<file path="src/soc_pkg.sv">
//////////////////////////////
// Bus widths, memory map and shared types of the SoC fabric
// The L2 window is exactly the size of the memory, no aliasing
//////////////////////////////

`default_nettype none

package soc_pkg;

  // Bus widths
  localparam int ADDR_WIDTH     = 32;
  localparam int DATA_WIDTH     = 64;
  localparam int STRB_WIDTH     = DATA_WIDTH / 8;
  localparam int APB_DATA_WIDTH = 32;

  typedef logic [ADDR_WIDTH-1:0]     addr_t;
  typedef logic [DATA_WIDTH-1:0]     data_t;
  typedef logic [STRB_WIDTH-1:0]     strb_t;
  typedef logic [APB_DATA_WIDTH-1:0] apb_data_t;

  // L2 memory geometry
  localparam int L2_NUM_WORDS   = 1024;
  localparam int L2_INDEX_WIDTH = $clog2(L2_NUM_WORDS);
  localparam int L2_OFFSET_BITS = $clog2(STRB_WIDTH);

  typedef logic [L2_INDEX_WIDTH-1:0] l2_index_t;

  //////////////////////////////
  // Memory map
  //////////////////////////////

  localparam addr_t DRAM_BASE   = 32'h8000_0000;
  localparam addr_t DRAM_LENGTH = 32'h0000_2000;
  localparam addr_t UART_BASE   = 32'hC000_0000;
  localparam addr_t UART_LENGTH = 32'h0000_1000;
  localparam addr_t CTRL_BASE   = 32'hD000_0000;
  localparam addr_t CTRL_LENGTH = 32'h0000_1000;

  // Router target codes
  typedef logic [1:0] target_t;

  localparam target_t TARGET_MEM  = 2'd0;
  localparam target_t TARGET_UART = 2'd1;
  localparam target_t TARGET_CTRL = 2'd2;
  localparam target_t TARGET_NONE = 2'd3;

  // Control register offsets inside the CTRL window
  localparam addr_t CTRL_EXIT_OFFSET      = 32'h00;
  localparam addr_t CTRL_CNT_EN_OFFSET    = 32'h08;
  localparam addr_t CTRL_DRAM_BASE_OFFSET = 32'h10;
  localparam addr_t CTRL_DRAM_END_OFFSET  = 32'h18;

  typedef enum logic [1:0] {
    APB_IDLE,
    APB_SETUP,
    APB_ACCESS
  } apb_state_e;

endpackage

`default_nettype wire

</file>
<file path="src/ctrl_registers.sv">
//////////////////////////////
// SoC control registers, one-cycle response
// Unknown offsets read zero and drop writes
//////////////////////////////

`timescale 1ns/1ps
`default_nettype none

module ctrl_registers import soc_pkg::*; (
  input  logic  clk_i,
  input  logic  reset_i,
  input  logic  req_i,
  input  logic  we_i,
  input  addr_t addr_i,
  input  strb_t be_i,
  input  data_t wdata_i,
  output logic  rvalid_o,
  output data_t rdata_o,
  output data_t exit_o,
  output data_t hw_cnt_en_o
);

  addr_t offset;
  data_t exit_q;
  data_t cnt_en_q;
  data_t rd_value;

  function automatic data_t merge_bytes(data_t old_val, data_t new_val, strb_t be);
    data_t res;
    res = old_val;
    for (int b = 0; b < STRB_WIDTH; b++) begin
      if (be[b]) begin
        res[b*8 +: 8] = new_val[b*8 +: 8];
      end
    end
    return res;
  endfunction

  assign offset = addr_i & (CTRL_LENGTH - 1);

  always_ff @(posedge clk_i) begin
    if (reset_i) begin
      exit_q   <= '0;
      cnt_en_q <= '0;
    end else if (req_i && we_i) begin
      if (offset == CTRL_EXIT_OFFSET) begin
        exit_q <= merge_bytes(exit_q, wdata_i, be_i);
      end
      if (offset == CTRL_CNT_EN_OFFSET) begin
        cnt_en_q <= merge_bytes(cnt_en_q, wdata_i, be_i);
      end
    end
  end

  // Read mux, window registers are constant
  always_comb begin
    case (offset)
      CTRL_EXIT_OFFSET:      rd_value = exit_q;
      CTRL_CNT_EN_OFFSET:    rd_value = cnt_en_q;
      CTRL_DRAM_BASE_OFFSET: rd_value = data_t'(DRAM_BASE);
      CTRL_DRAM_END_OFFSET:  rd_value = data_t'(DRAM_BASE + DRAM_LENGTH);
      default:               rd_value = '0;
    endcase
  end

  always_ff @(posedge clk_i) begin
    if (req_i) begin
      rdata_o <= we_i ? '0 : rd_value;
    end
  end

  always_ff @(posedge clk_i) begin
    if (reset_i) begin
      rvalid_o <= 1'b0;
    end else begin
      rvalid_o <= req_i;
    end
  end

  assign exit_o      = exit_q;
  assign hw_cnt_en_o = cnt_en_q;

endmodule

`default_nettype wire

</file>
<file path="config.mk">
export PLATFORM = sky130hd
export DESIGN_NAME = ctrl_registers
export DESIGN_NICKNAME = d
export VERILOG_FILES = /design/src/soc_pkg.sv /design/src/ctrl_registers.sv
export SDC_FILE = /design/constraint.sdc
export NUM_CORES = 1
export LEC_CHECK = 0
export BUFFER_PORTS_ARGS = -buffer_cell sky130_fd_sc_hd__clkbuf_2
export CORE_AREA = 2 2 135 137
export CTS_CLUSTER_DIAMETER = 80
export DETAILED_ROUTE_END_ITERATION = 6
export DIE_AREA = 0 0 137 139
export HOLD_SLACK_MARGIN = 0.06
export PLACE_DENSITY = 0.79
export SETUP_SLACK_MARGIN = 0.1
export SLEW_MARGIN = 20
export SYNTH_ARGS = -nofsm -noshare
export SYNTH_HDL_FRONTEND = slang
export SYNTH_SLANG_ARGS = --single-unit
</file>
<file path="constraint.sdc">
create_clock -name clk_i -period 1.91 [get_ports clk_i]
set_input_delay 0.0955 -clock clk_i [delete_from_list [all_inputs] [get_ports clk_i]]
set_output_delay 0.0955 -clock clk_i [all_outputs]
set_load 0.03 [all_outputs]
</file>
==> results of run 1 <==
state kept, by name, summed over array words and instances, names as in the netlist:
register / flops
exit_o: 64
hw_cnt_en_o: 64
rdata_o: 64
rvalid_o: 1
layout by cell type, fill, tap and decap left out, types with 2 or more instances in the layout:
master	instances
mux2i_1	190
nor2b_1	2
clkbuf_2	277
nor2_1	63
nand4_1	3
or4b_2	3
or4_1	2
buf_12	10
nor4b_1	5
or4bb_1	2
buf_4	17
clkinv_2	3
edfxtp_1	64
inv_8	4
clkinvlp_4	4
clkbuf_16	17
dfxtp_1	129
inv_6	2
and4_1	6
clkinv_4	2
nand2_1	2
nor4bb_1	6
nand2b_1	192
nor4_4	7
dlygate4sd3_1	65
nand4_2	7
cells by family (layout without fill, tap and decap cells):
kind of cell,after synthesis,in the layout
AO/OA/AOI/OAI,3,3
buffers and inverters,48,401
flip-flops,193,193
multiplexers,190,190
AND/OR/NAND/NOR,307,307
stage by stage:
step | instance area, um^2 | instances | power [mW] | utilization | setup WS, ns
global route | 11600 | 1323 | 8.64 | 0.659 | 0.246
floorplan | 8630 | 741 | 4.74 | - | 0.247
CTS | 11600 | 1323 | 8.41 | 0.659 | 0.399
detailed placement | 10400 | 1226 | 5.00 | 0.591 | 0.128
global placement | 10400 | 1226 | 4.99 | 0.591 | 0.163
finish | 11600 | 1323 | 8.37 | 0.659 | 0.389
where the power goes:
group          switching, mW  internal (mW)
combinational          0.387          0.334
clock                   1.66           1.71
sequential            0.0138           4.27
total                   2.06           6.31
worst max-delay path, stage by stage:
cell and delay, ns:
dlygate4sd3_1 0.52, clkbuf_2 0.17, and3b_1 0.19, buf_4 0.16
and4_1 0.48, mux2i_1 0.24
cell type report:
class / instances / area share
clock buffer: 17 / 0.0366
clock inverter: 15 / 0.0108
multi-input combinational: 500 / 0.338
sequential: 193 / 0.387
tap: 229 / 0.0246
timing repair buffer: 369 / 0.203
routing by layer:
metal  vias to the layer above  GRT usage  part of all wire
met5                         -          0                 0
met4                         0     0.0944             0.019
met3                        28     0.0596             0.060
met2                       220      0.387              0.50
met1                      3171      0.289              0.43
li1                       3254          -                 -
worst paths after layout:
| check | start | end | slack, ns | cells after the start |
|---|---|---|---|---|
| min reg2reg | exit_o[47] | exit_o[47] | 0.49 | 2 |
| min | addr_i[4] | rdata_o[13] | 0.15 | 4 |
| max | we_i | hw_cnt_en_o[36] | 0.39 | 6 |
| max reg2reg | hw_cnt_en_o[13] | rdata_o[13] | 0.86 | 2 |
timing repair:
item | CTS | global route
setup endpoints to repair | 0 | 0
hold endpoints to repair | 130 | 0
resized for setup | 0 | 0
hold buffers | 65 | 0
==> impl_metrics.yaml, run 1 <==
worst_hold_path:
  min_path_type: "primary input to flip-flop"
global_routing:
  grt_pass1_vias: 6705
  overflow: 0
  grt_first_pass_wirelength_um: 34900
  grt_usage: 0.234
  antenna_found_initial: 0
  grt_max_degree: 85
routing:
  via_count: 6673
  avgViaCountPerCell: 5.04
  drtAntennaViolNets: 0
  drt_drc_violations_left: 0
  firstDrtPassIters: 7
  routed_wl_um: 22400
  wl_per_cell_um: 16.9
  drt_iter0_drc: 262
final_layout:
  n_antenna_cell: 0
  seq_area_um2: 4500
  fillCellCount: 1322
  multi_input_area_um2: 3930
  final_layout_size_suffix_gt1_frac: 0.325
  nets: 1189
  syn2layout_area_growth_pct: 34.8
floorplan:
  initial_core_util: 0.489
  die_h_um: 139
  core_um2: 17700
  ioPinCount: 301
  fp.dieW_um: 137
  rows: 49
  die_area_um2: 19000
sta:
  final.min_clock_period_ns: 1.52
  finalHoldWorstSlack_ns: 0.150
  finClkSkew_ns: 0.0158
  maxSlewHeadroom: 0.679
  setup_viol_count_final: 0
  hold_viol_final: 0
  rsz0062_at_grt: "false"
  min_period_over_period: 0.796
  tns_ns: 0
  max_freq_mhz: 657
  tightest_slew_ns: 0.475
  drv_slew: 0
cts:
  cts.path.max_buffers: 2
  cts_tree: "built"
  cts.sinks: 193
  clk_pin_slew_ns: 0.07
  clockRootBuffer: "clkbuf_16"
  htreeDepth: 4
  post_cts_buffers: 0
  clkLatencyLatePin_ns: 0.43
  numCtsBuffers: 17
status:
  status: "finished, final reports clean"
synth:
  synth_area_um2: 8630
  synth_top_cells_by_area: "dfxtp_1 30%, edfxtp_1 22%, mux2i_1 22%, nand2b_1 14%, nor2_1 2.7%"
  yosysMostFrequentCell: "nand2b_1"
  syn_inst: 741
  synth_top_area_frac: 0.299
  synthMuxAreaShare: 0.220
  ys_warn_count: 0
  synth_largest_area_cell: "dfxtp_1"
  synth_common_cells: "192 x nand2b_1, 190 x mux2i_1, 129 x dfxtp_1"
  syn-num-nets: 849
  ys.flop_type: "dfxtp_1"
  synth_cell_type_count: 31
  synth-simple-area-share: 0.231
  synth_adder_area_share: 0
  synthXorXnorAreaFrac: 0
  synth_edf_count: 64
  synthArstFlopShare: 0
  seq_area_frac_synth: 0.522
  synth_seq_cells: 193
  synth_compound_area_frac: 0.00261
  syn_area_per_cell_um2: 11.7
  synth_top_family_by_area: "simple AND/OR/NAND/NOR gates"
worst_setup_path:
  arrival_ns: 1.87
  path_max_fanout: 6
  startpoint_type: "primary input"
  cp-end-kind: "flip-flop"
  cp_data_required_time_ns: 2.26
  worstSetupPathType: "primary input to flip-flop"
power_and_ir_drop:
  irDropWorstVdd_mv: 0.592
  p_leak_nw: 5.25
  power_density_nw_per_um2: 720
place:
  portBuffers: 280
  post-dp-hpwl_um: 15400
  place.gp.congestion: 0.781
flow_run:
  cap_violations: 0
No activity file was read; power rests on OpenSTA's default activity.
==> inputs of run 2 (changes only) <==
==> constraint.sdc (replaced) <==
create_clock -name clk_i -period 1.45 [get_ports clk_i]
set_input_delay 0.0725 -clock clk_i [delete_from_list [all_inputs] [get_ports clk_i]]
set_output_delay 0.0725 -clock clk_i [all_outputs]
set_load 0.03 [all_outputs]
==> run 2 against run 1 <==
- first-iteration DRC count rose by 11%
- worst setup slack lost 0.16 ns
- global-route usage grew 0.16 points
- power rose by 39%
- wire length is 0.94% higher
- utilization grew 2.2 points
- clock-buffer cell count grew 5
- non-clock buffer count rose by 22
- hold slack gained 0.022 ns
- critical path type unchanged
- highest routed layer unchanged
- via count up 2.5%
- largest cell class unchanged
- largest power group unchanged
- sequential power grew 32%
==> impl_metrics.yaml, run 2 (synthesized netlist as in run 1, its figures left out) <==
routing:
  wl_per_cell_um: 16.8
  firstDrtPassIters: 4
  via_count: 6842
  routed_wl_um: 22600
  drt_iter0_drc: 292
  drt_drc_violations_left: 0
  drtAntennaViolNets: 0
  avgViaCountPerCell: 5.09
floorplan:
  core_um2: 17700
  initial_core_util: 0.489
  die_h_um: 139
  fp.dieW_um: 137
  die_area_um2: 19000
  rows: 49
  ioPinCount: 301
place:
  place.gp.congestion: 0.773
  post-place-ws_ns: -0.201
  portBuffers: 280
  dpl_cell_area_um2: 10700
  dp.cells: 1247
  post-dp-hpwl_um: 15700
worst_setup_path:
  critPathCapture: "exit_o[63]"
  critPathBufInv: 2
  max_stage_delay_ns: 0.58
  path_max_fanout: 11
  cp_data_required_time_ns: 1.79
  arrival_ns: 1.56
  slowest_stage: "or4b_4"
  crit_family: "simple AND/OR/NAND/NOR gates"
  reg2reg_slack_ns: 0.43
  path_depth: 5
  rr_worst_depth: 3
  cp-end-kind: "flip-flop"
  rr_startpoint: "exit_o[31]"
  path_cells: "clkbuf_2 > or4b_4 > nor4_4 > buf_12 > mux2i_1"
  critPathLaunch: "addr_i[6]"
  startpoint_type: "primary input"
  worstSetupPathType: "primary input to flip-flop"
  r2r-end: "rdata_o[31]"
global_routing:
  overflow: 0
  grt_first_pass_wirelength_um: 35300
  grt_pass1_vias: 6743
  grt_max_degree: 66
  grt_usage: 0.235
  antenna_found_initial: 0
status:
  status: "finished, final reports clean"
power_and_ir_drop:
  comb_power_share: 0.084
  clkPwrFrac: 0.433
  irDropWorstVdd_mv: 0.749
  p_leak_nw: 5.47
  sequentialPowerShare: 0.484
  power.switching_mw: 2.60
  power_density_nw_per_um2: 972
  sw_frac_of_total: 0.223
  p_int_mw: 9.08
sta:
  min_period_over_period: 0.841
  tns_ns: 0
  rsz0062_at_grt: "false"
  finClkSkew_ns: 0.00706
  hold_viol_final: 0
  tightest_slew_ns: 0.496
  final.min_clock_period_ns: 1.22
  setup_viol_count_final: 0
  drv_slew: 0
  maxSlewHeadroom: 0.665
  max_freq_mhz: 820
  setup_ws_ns: 0.231
cts:
  cts_tree: "built"
  clk_pin_slew_ns: 0.06
  clkLatencyLatePin_ns: 0.42
  cts.sinks: 193
  post_cts_buffers: 0
  numCtsBuffers: 17
  cts.path.max_buffers: 2
  htreeDepth: 4
  cts_resized: 0
  clockRootBuffer: "clkbuf_16"
final_layout:
  fin_area_um2: 12000
  instances_no_fill: 1345
  syn2layout_area_growth_pct: 39.2
  final_layout_size_suffix_gt1_frac: 0.340
  nets: 1211
  mostFrequentLayoutCells: "277 x clkbuf_2, 192 x nand2b_1, 190 x mux2i_1"
  layout_commonest_cell: "clkbuf_2"
  n_antenna_cell: 0
worst_hold_path:
  min_path_type: "primary input to flip-flop"
flow_run:
  cap_violations: 0
[run 2: cell types whose count changed in the layout (fill, tap and decap cells not counted), moves of 3 or more]
cell | previous run | this run
buf_4 | 17 | 30
buf_12 | 10 | 18
bufinv_16 | 0 | 3
clkbuf_8 | 0 | 3
clkinvlp_4 | 4 | 1
inv_8 | 4 | 1
or4b_2 | 3 | 0
or4b_4 | 0 | 3
[run 2: worst register-to-register path, cell delays in order, from the launching register on]
cell	delay (ns)
dfxtp_1	0.33
nor2b_1	0.13
a211oi_1	0.23
nor4_1	0.08
[run 2: metal layers]
| metal | GRT usage | vias up | routed length, um |
|---|---|---|---|
| li1 | - | 3302 | - |
| met1 | 0.296 | 3263 | 9640 |
| met2 | 0.394 | 244 | 11000 |
| met3 | 0.0683 | 33 | 1590 |
| met4 | 0.0624 | 0 | 404 |
| met5 | 0 | - | 0 |
[run 2: worst min path at each step]
| stage | from | end | cells past startpoint |
|---|---|---|---|
| after floorplan | req_i | rdata_o[0] | 0 |
| after global placement | wdata_i[47] | hw_cnt_en_o[47] | 3 |
| after detailed placement | wdata_i[38] | exit_o[38] | 3 |
| after CTS | be_i[4] | hw_cnt_en_o[32] | 4 |
| after global routing | be_i[4] | hw_cnt_en_o[39] | 4 |
| final | be_i[4] | hw_cnt_en_o[32] | 4 |
[run 2: timing repair]
| item | CTS | global route |
|---|---|---|
| hold buffers | 66 | 0 |
| endpoints found under the setup margin | 0 | 0 |
| hold endpoints to repair | 131 | 0 |
[run 2: area by class of cell]
cell class,count,area (um^2)
Tap cell,229,287
Sequential cell,193,4500
Fill cell,1297,5640
Multi-Input combinational cell,500,3960
Timing Repair Buffer,391,2630
Clock inverter,10,145
Clock buffer,22,495
[run 2: power groups by stage]
stage | logic (mW) | clock network, mW | registers (mW)
floorplan | 0.338 | 0 | 5.91
finish | 0.976 | 5.05 | 5.65
detailed placement | 0.833 | 0 | 5.77
global placement | 0.830 | 0 | 5.77
global route | 1.04 | 5.33 | 5.65
CTS | 0.977 | 5.14 | 5.65
[run 2: per-stage QoR]
step | total power [mW] | hold WS [ns] | utilization
detailed placement | 6.61 | 0.350 | 0.607
global route | 12.0 | 0.171 | 0.681
CTS | 11.8 | 0.161 | 0.681
floorplan | 6.25 | 0.185 | -
finish | 11.7 | 0.172 | 0.681
global placement | 6.60 | 0.346 | 0.607
==> inputs of run 3 (changes only) <==
--- a/config.mk
+++ b/config.mk
@@ -5,11 +5,12 @@
 export SDC_FILE = /design/constraint.sdc
 export NUM_CORES = 1
 export LEC_CHECK = 0
+export ABC_AREA = 1
 export BUFFER_PORTS_ARGS = -buffer_cell sky130_fd_sc_hd__clkbuf_2
-export CORE_AREA = 2 2 135 137
+export CORE_AREA = 2 2 134 136
 export CTS_CLUSTER_DIAMETER = 80
 export DETAILED_ROUTE_END_ITERATION = 6
-export DIE_AREA = 0 0 137 139
+export DIE_AREA = 0 0 136 138
 export HOLD_SLACK_MARGIN = 0.06
 export PLACE_DENSITY = 0.79
 export SETUP_SLACK_MARGIN = 0.1
==> constraint.sdc (replaced) <==
create_clock -name clk_i -period 1.3 [get_ports clk_i]
set_input_delay 0.065 -clock clk_i [delete_from_list [all_inputs] [get_ports clk_i]]
set_output_delay 0.065 -clock clk_i [all_outputs]
set_load 0.03 [all_outputs]
==> run 3 against run 2 <==
- sequential cell count is the same
- largest cell class unchanged
- non-clock buffer count shrank 22
- worst setup slack got worse by 0.073 ns
- first-iteration DRC count increased by 59%
- largest power group unchanged
- critical path depth decreased by 4
==> impl_metrics.yaml, run 3 <==
worst_setup_path:
  path_max_fanout: 3
  cp_data_required_time_ns: 1.24
  path_cells: "clkbuf_2"
  worstSetupPathType: "flip-flop to output pin"
  startpoint_type: "flip-flop"
  arrival_ns: 1.08
  critPathBufInv: 1
  cp-end-kind: "output pin"
  slowest_stage: "dfxtp_1"
  max_stage_delay_ns: 0.41
  crit_family: "flip-flops"
  critPathLaunch: "exit_o[2]"
  rr_startpoint: "hw_cnt_en_o[13]"
sta:
  tightest_slew_ns: 0.400
  min_period_over_period: 0.879
  final.min_clock_period_ns: 1.14
  drv_slew: 0
  setup_viol_count_final: 0
  finClkSkew_ns: 0.00930
  max_freq_mhz: 876
  hold_viol_final: 0
  finalHoldWorstSlack_ns: 0.127
  rsz0062_at_grt: "false"
  maxSlewHeadroom: 0.733
cts:
  clockRootBuffer: "clkbuf_16"
  cts.path.max_buffers: 2
  cts.sinks: 193
  clk_pin_slew_ns: 0.07
  htreeDepth: 4
  cts_tree: "built"
  clkLatencyLatePin_ns: 0.44
  numCtsBuffers: 17
  post_cts_buffers: 0
routing:
  drtAntennaViolNets: 0
  drt_iter0_drc: 463
  firstDrtPassIters: 5
  wl_per_cell_um: 13.8
  drt_drc_violations_left: 0
  avgViaCountPerCell: 4.78
  routed_wl_um: 24000
  via_count: 8305
place:
  post-dp-hpwl_um: 15800
  portBuffers: 280
  place.gp.congestion: 0.903
  dp.cells: 1639
synth:
  yosysMostFrequentCell: "nand2_1"
  ys.flop_type: "dfxtp_1"
  ys_warn_count: 0
  synth_cell_type_count: 18
  syn_area_per_cell_um2: 7.42
  synth_top_area_frac: 0.301
  synth_largest_area_cell: "dfxtp_1"
  synth_edf_count: 64
  synth_area_um2: 8570
  syn-num-nets: 1263
  synth_top_cells_by_area: "dfxtp_1 30%, edfxtp_1 22%, nand2_1 17%, nor2_1 12%, inv_1 6.6%"
  synthArstFlopShare: 0
  syn_inst: 1155
  synth_common_cells: "396 x nand2_1, 276 x nor2_1, 150 x inv_1"
  synth_seq_cells: 193
  seq_area_frac_synth: 0.526
power_and_ir_drop:
  power_density_nw_per_um2: 1070
  p_leak_nw: 5.91
  irDropWorstVdd_mv: 0.929
floorplan:
  rows: 49
  die_h_um: 138
  initial_core_util: 0.489
  core_um2: 17500
  die_area_um2: 18800
  ioPinCount: 301
  fp.dieW_um: 136
global_routing:
  grt_usage: 0.255
  grt_first_pass_wirelength_um: 38100
  grt_max_degree: 66
  antenna_found_initial: 0
  overflow: 0
  grt_pass1_vias: 7715
flow_run:
  cap_violations: 0
worst_hold_path:
  min_path_type: "primary input to flip-flop"
  hp-start: "be_i[4]"
final_layout:
  layout_commonest_cell: "nand2_1"
  n_antenna_cell: 0
  mostFrequentLayoutCells: "395 x nand2_1, 279 x clkbuf_2, 274 x nor2_1"
  syn2layout_area_growth_pct: 35.3
  nets: 1602
  instances_no_fill: 1736
  final_layout_size_suffix_gt1_frac: 0.240
status:
  status: "finished, final reports clean"
run 3: cell type report:
cell class                      count  area (um^2)
Clock buffer                       17          425
Clock inverter                     15          158
Fill cell                        1449         5930
Inverter                          151          572
Multi-Input combinational cell    762         3190
Sequential cell                   193         4500
Tap cell                          229          287
Timing Repair Buffer              369         2460
run 3: routing by layer:
| layer | track usage | up-vias | part of all wire |
|---|---|---|---|
| met1 | 0.312 | 3751 | 0.40 |
| met2 | 0.423 | 352 | 0.49 |
| met3 | 0.0524 | 78 | 0.067 |
| met5 | 0 | - | 0 |
| li1 | - | 4124 | - |
| met4 | 0.134 | 0 | 0.046 |
run 3: what timing repair did:
action | in CTS | in global routing
hold buffers | 65 | 0
endpoints found under the setup margin | 0 | 57
resized for setup | 0 | 1
hold endpoints to repair | 129 | 0
run 3: cell families (layout without fill, tap and decap cells):
kind of cell,Yosys count,in the layout,synth area share
simple gates,698,698,0.334
flops,193,193,0.526
buf+inv,200,552,0.103
compound gates,64,64,0.0374
run 3: final timing paths:
kind,to,slack [ns],cells past startpoint
max,exit_o[2],0.16,1
min,hw_cnt_en_o[32],0.13,6
max reg2reg,rdata_o[13],0.45,4
min reg2reg,exit_o[52],0.53,4
run 3: metrics by stage:
step | total power, mW | TNS [ns] | cell area [um^2] | setup WS (ns) | util
6_report | 12.4 | 0 | 11600 | 0.158 | 0.662
5_1_grt | 12.7 | 0 | 11600 | 0.101 | 0.662
4_1_cts | 12.4 | 0 | 11600 | 0.133 | 0.661
3_5_place_dp | 7.05 | -20.08 | 10400 | -0.287 | 0.591
3_3_place_gp | 7.05 | -14.11 | 10400 | -0.189 | 0.591
2_1_floorplan | 6.71 | 0 | 8580 | 0.0644 | -
run 3: where the power goes:
part	internal (mW)	switching, mW	leakage (nW)
combinational	0.313	0.465	3.93
sequential	6.28	0.0233	1.70
clock	2.86	2.44	0.282
total	9.45	2.93	5.91
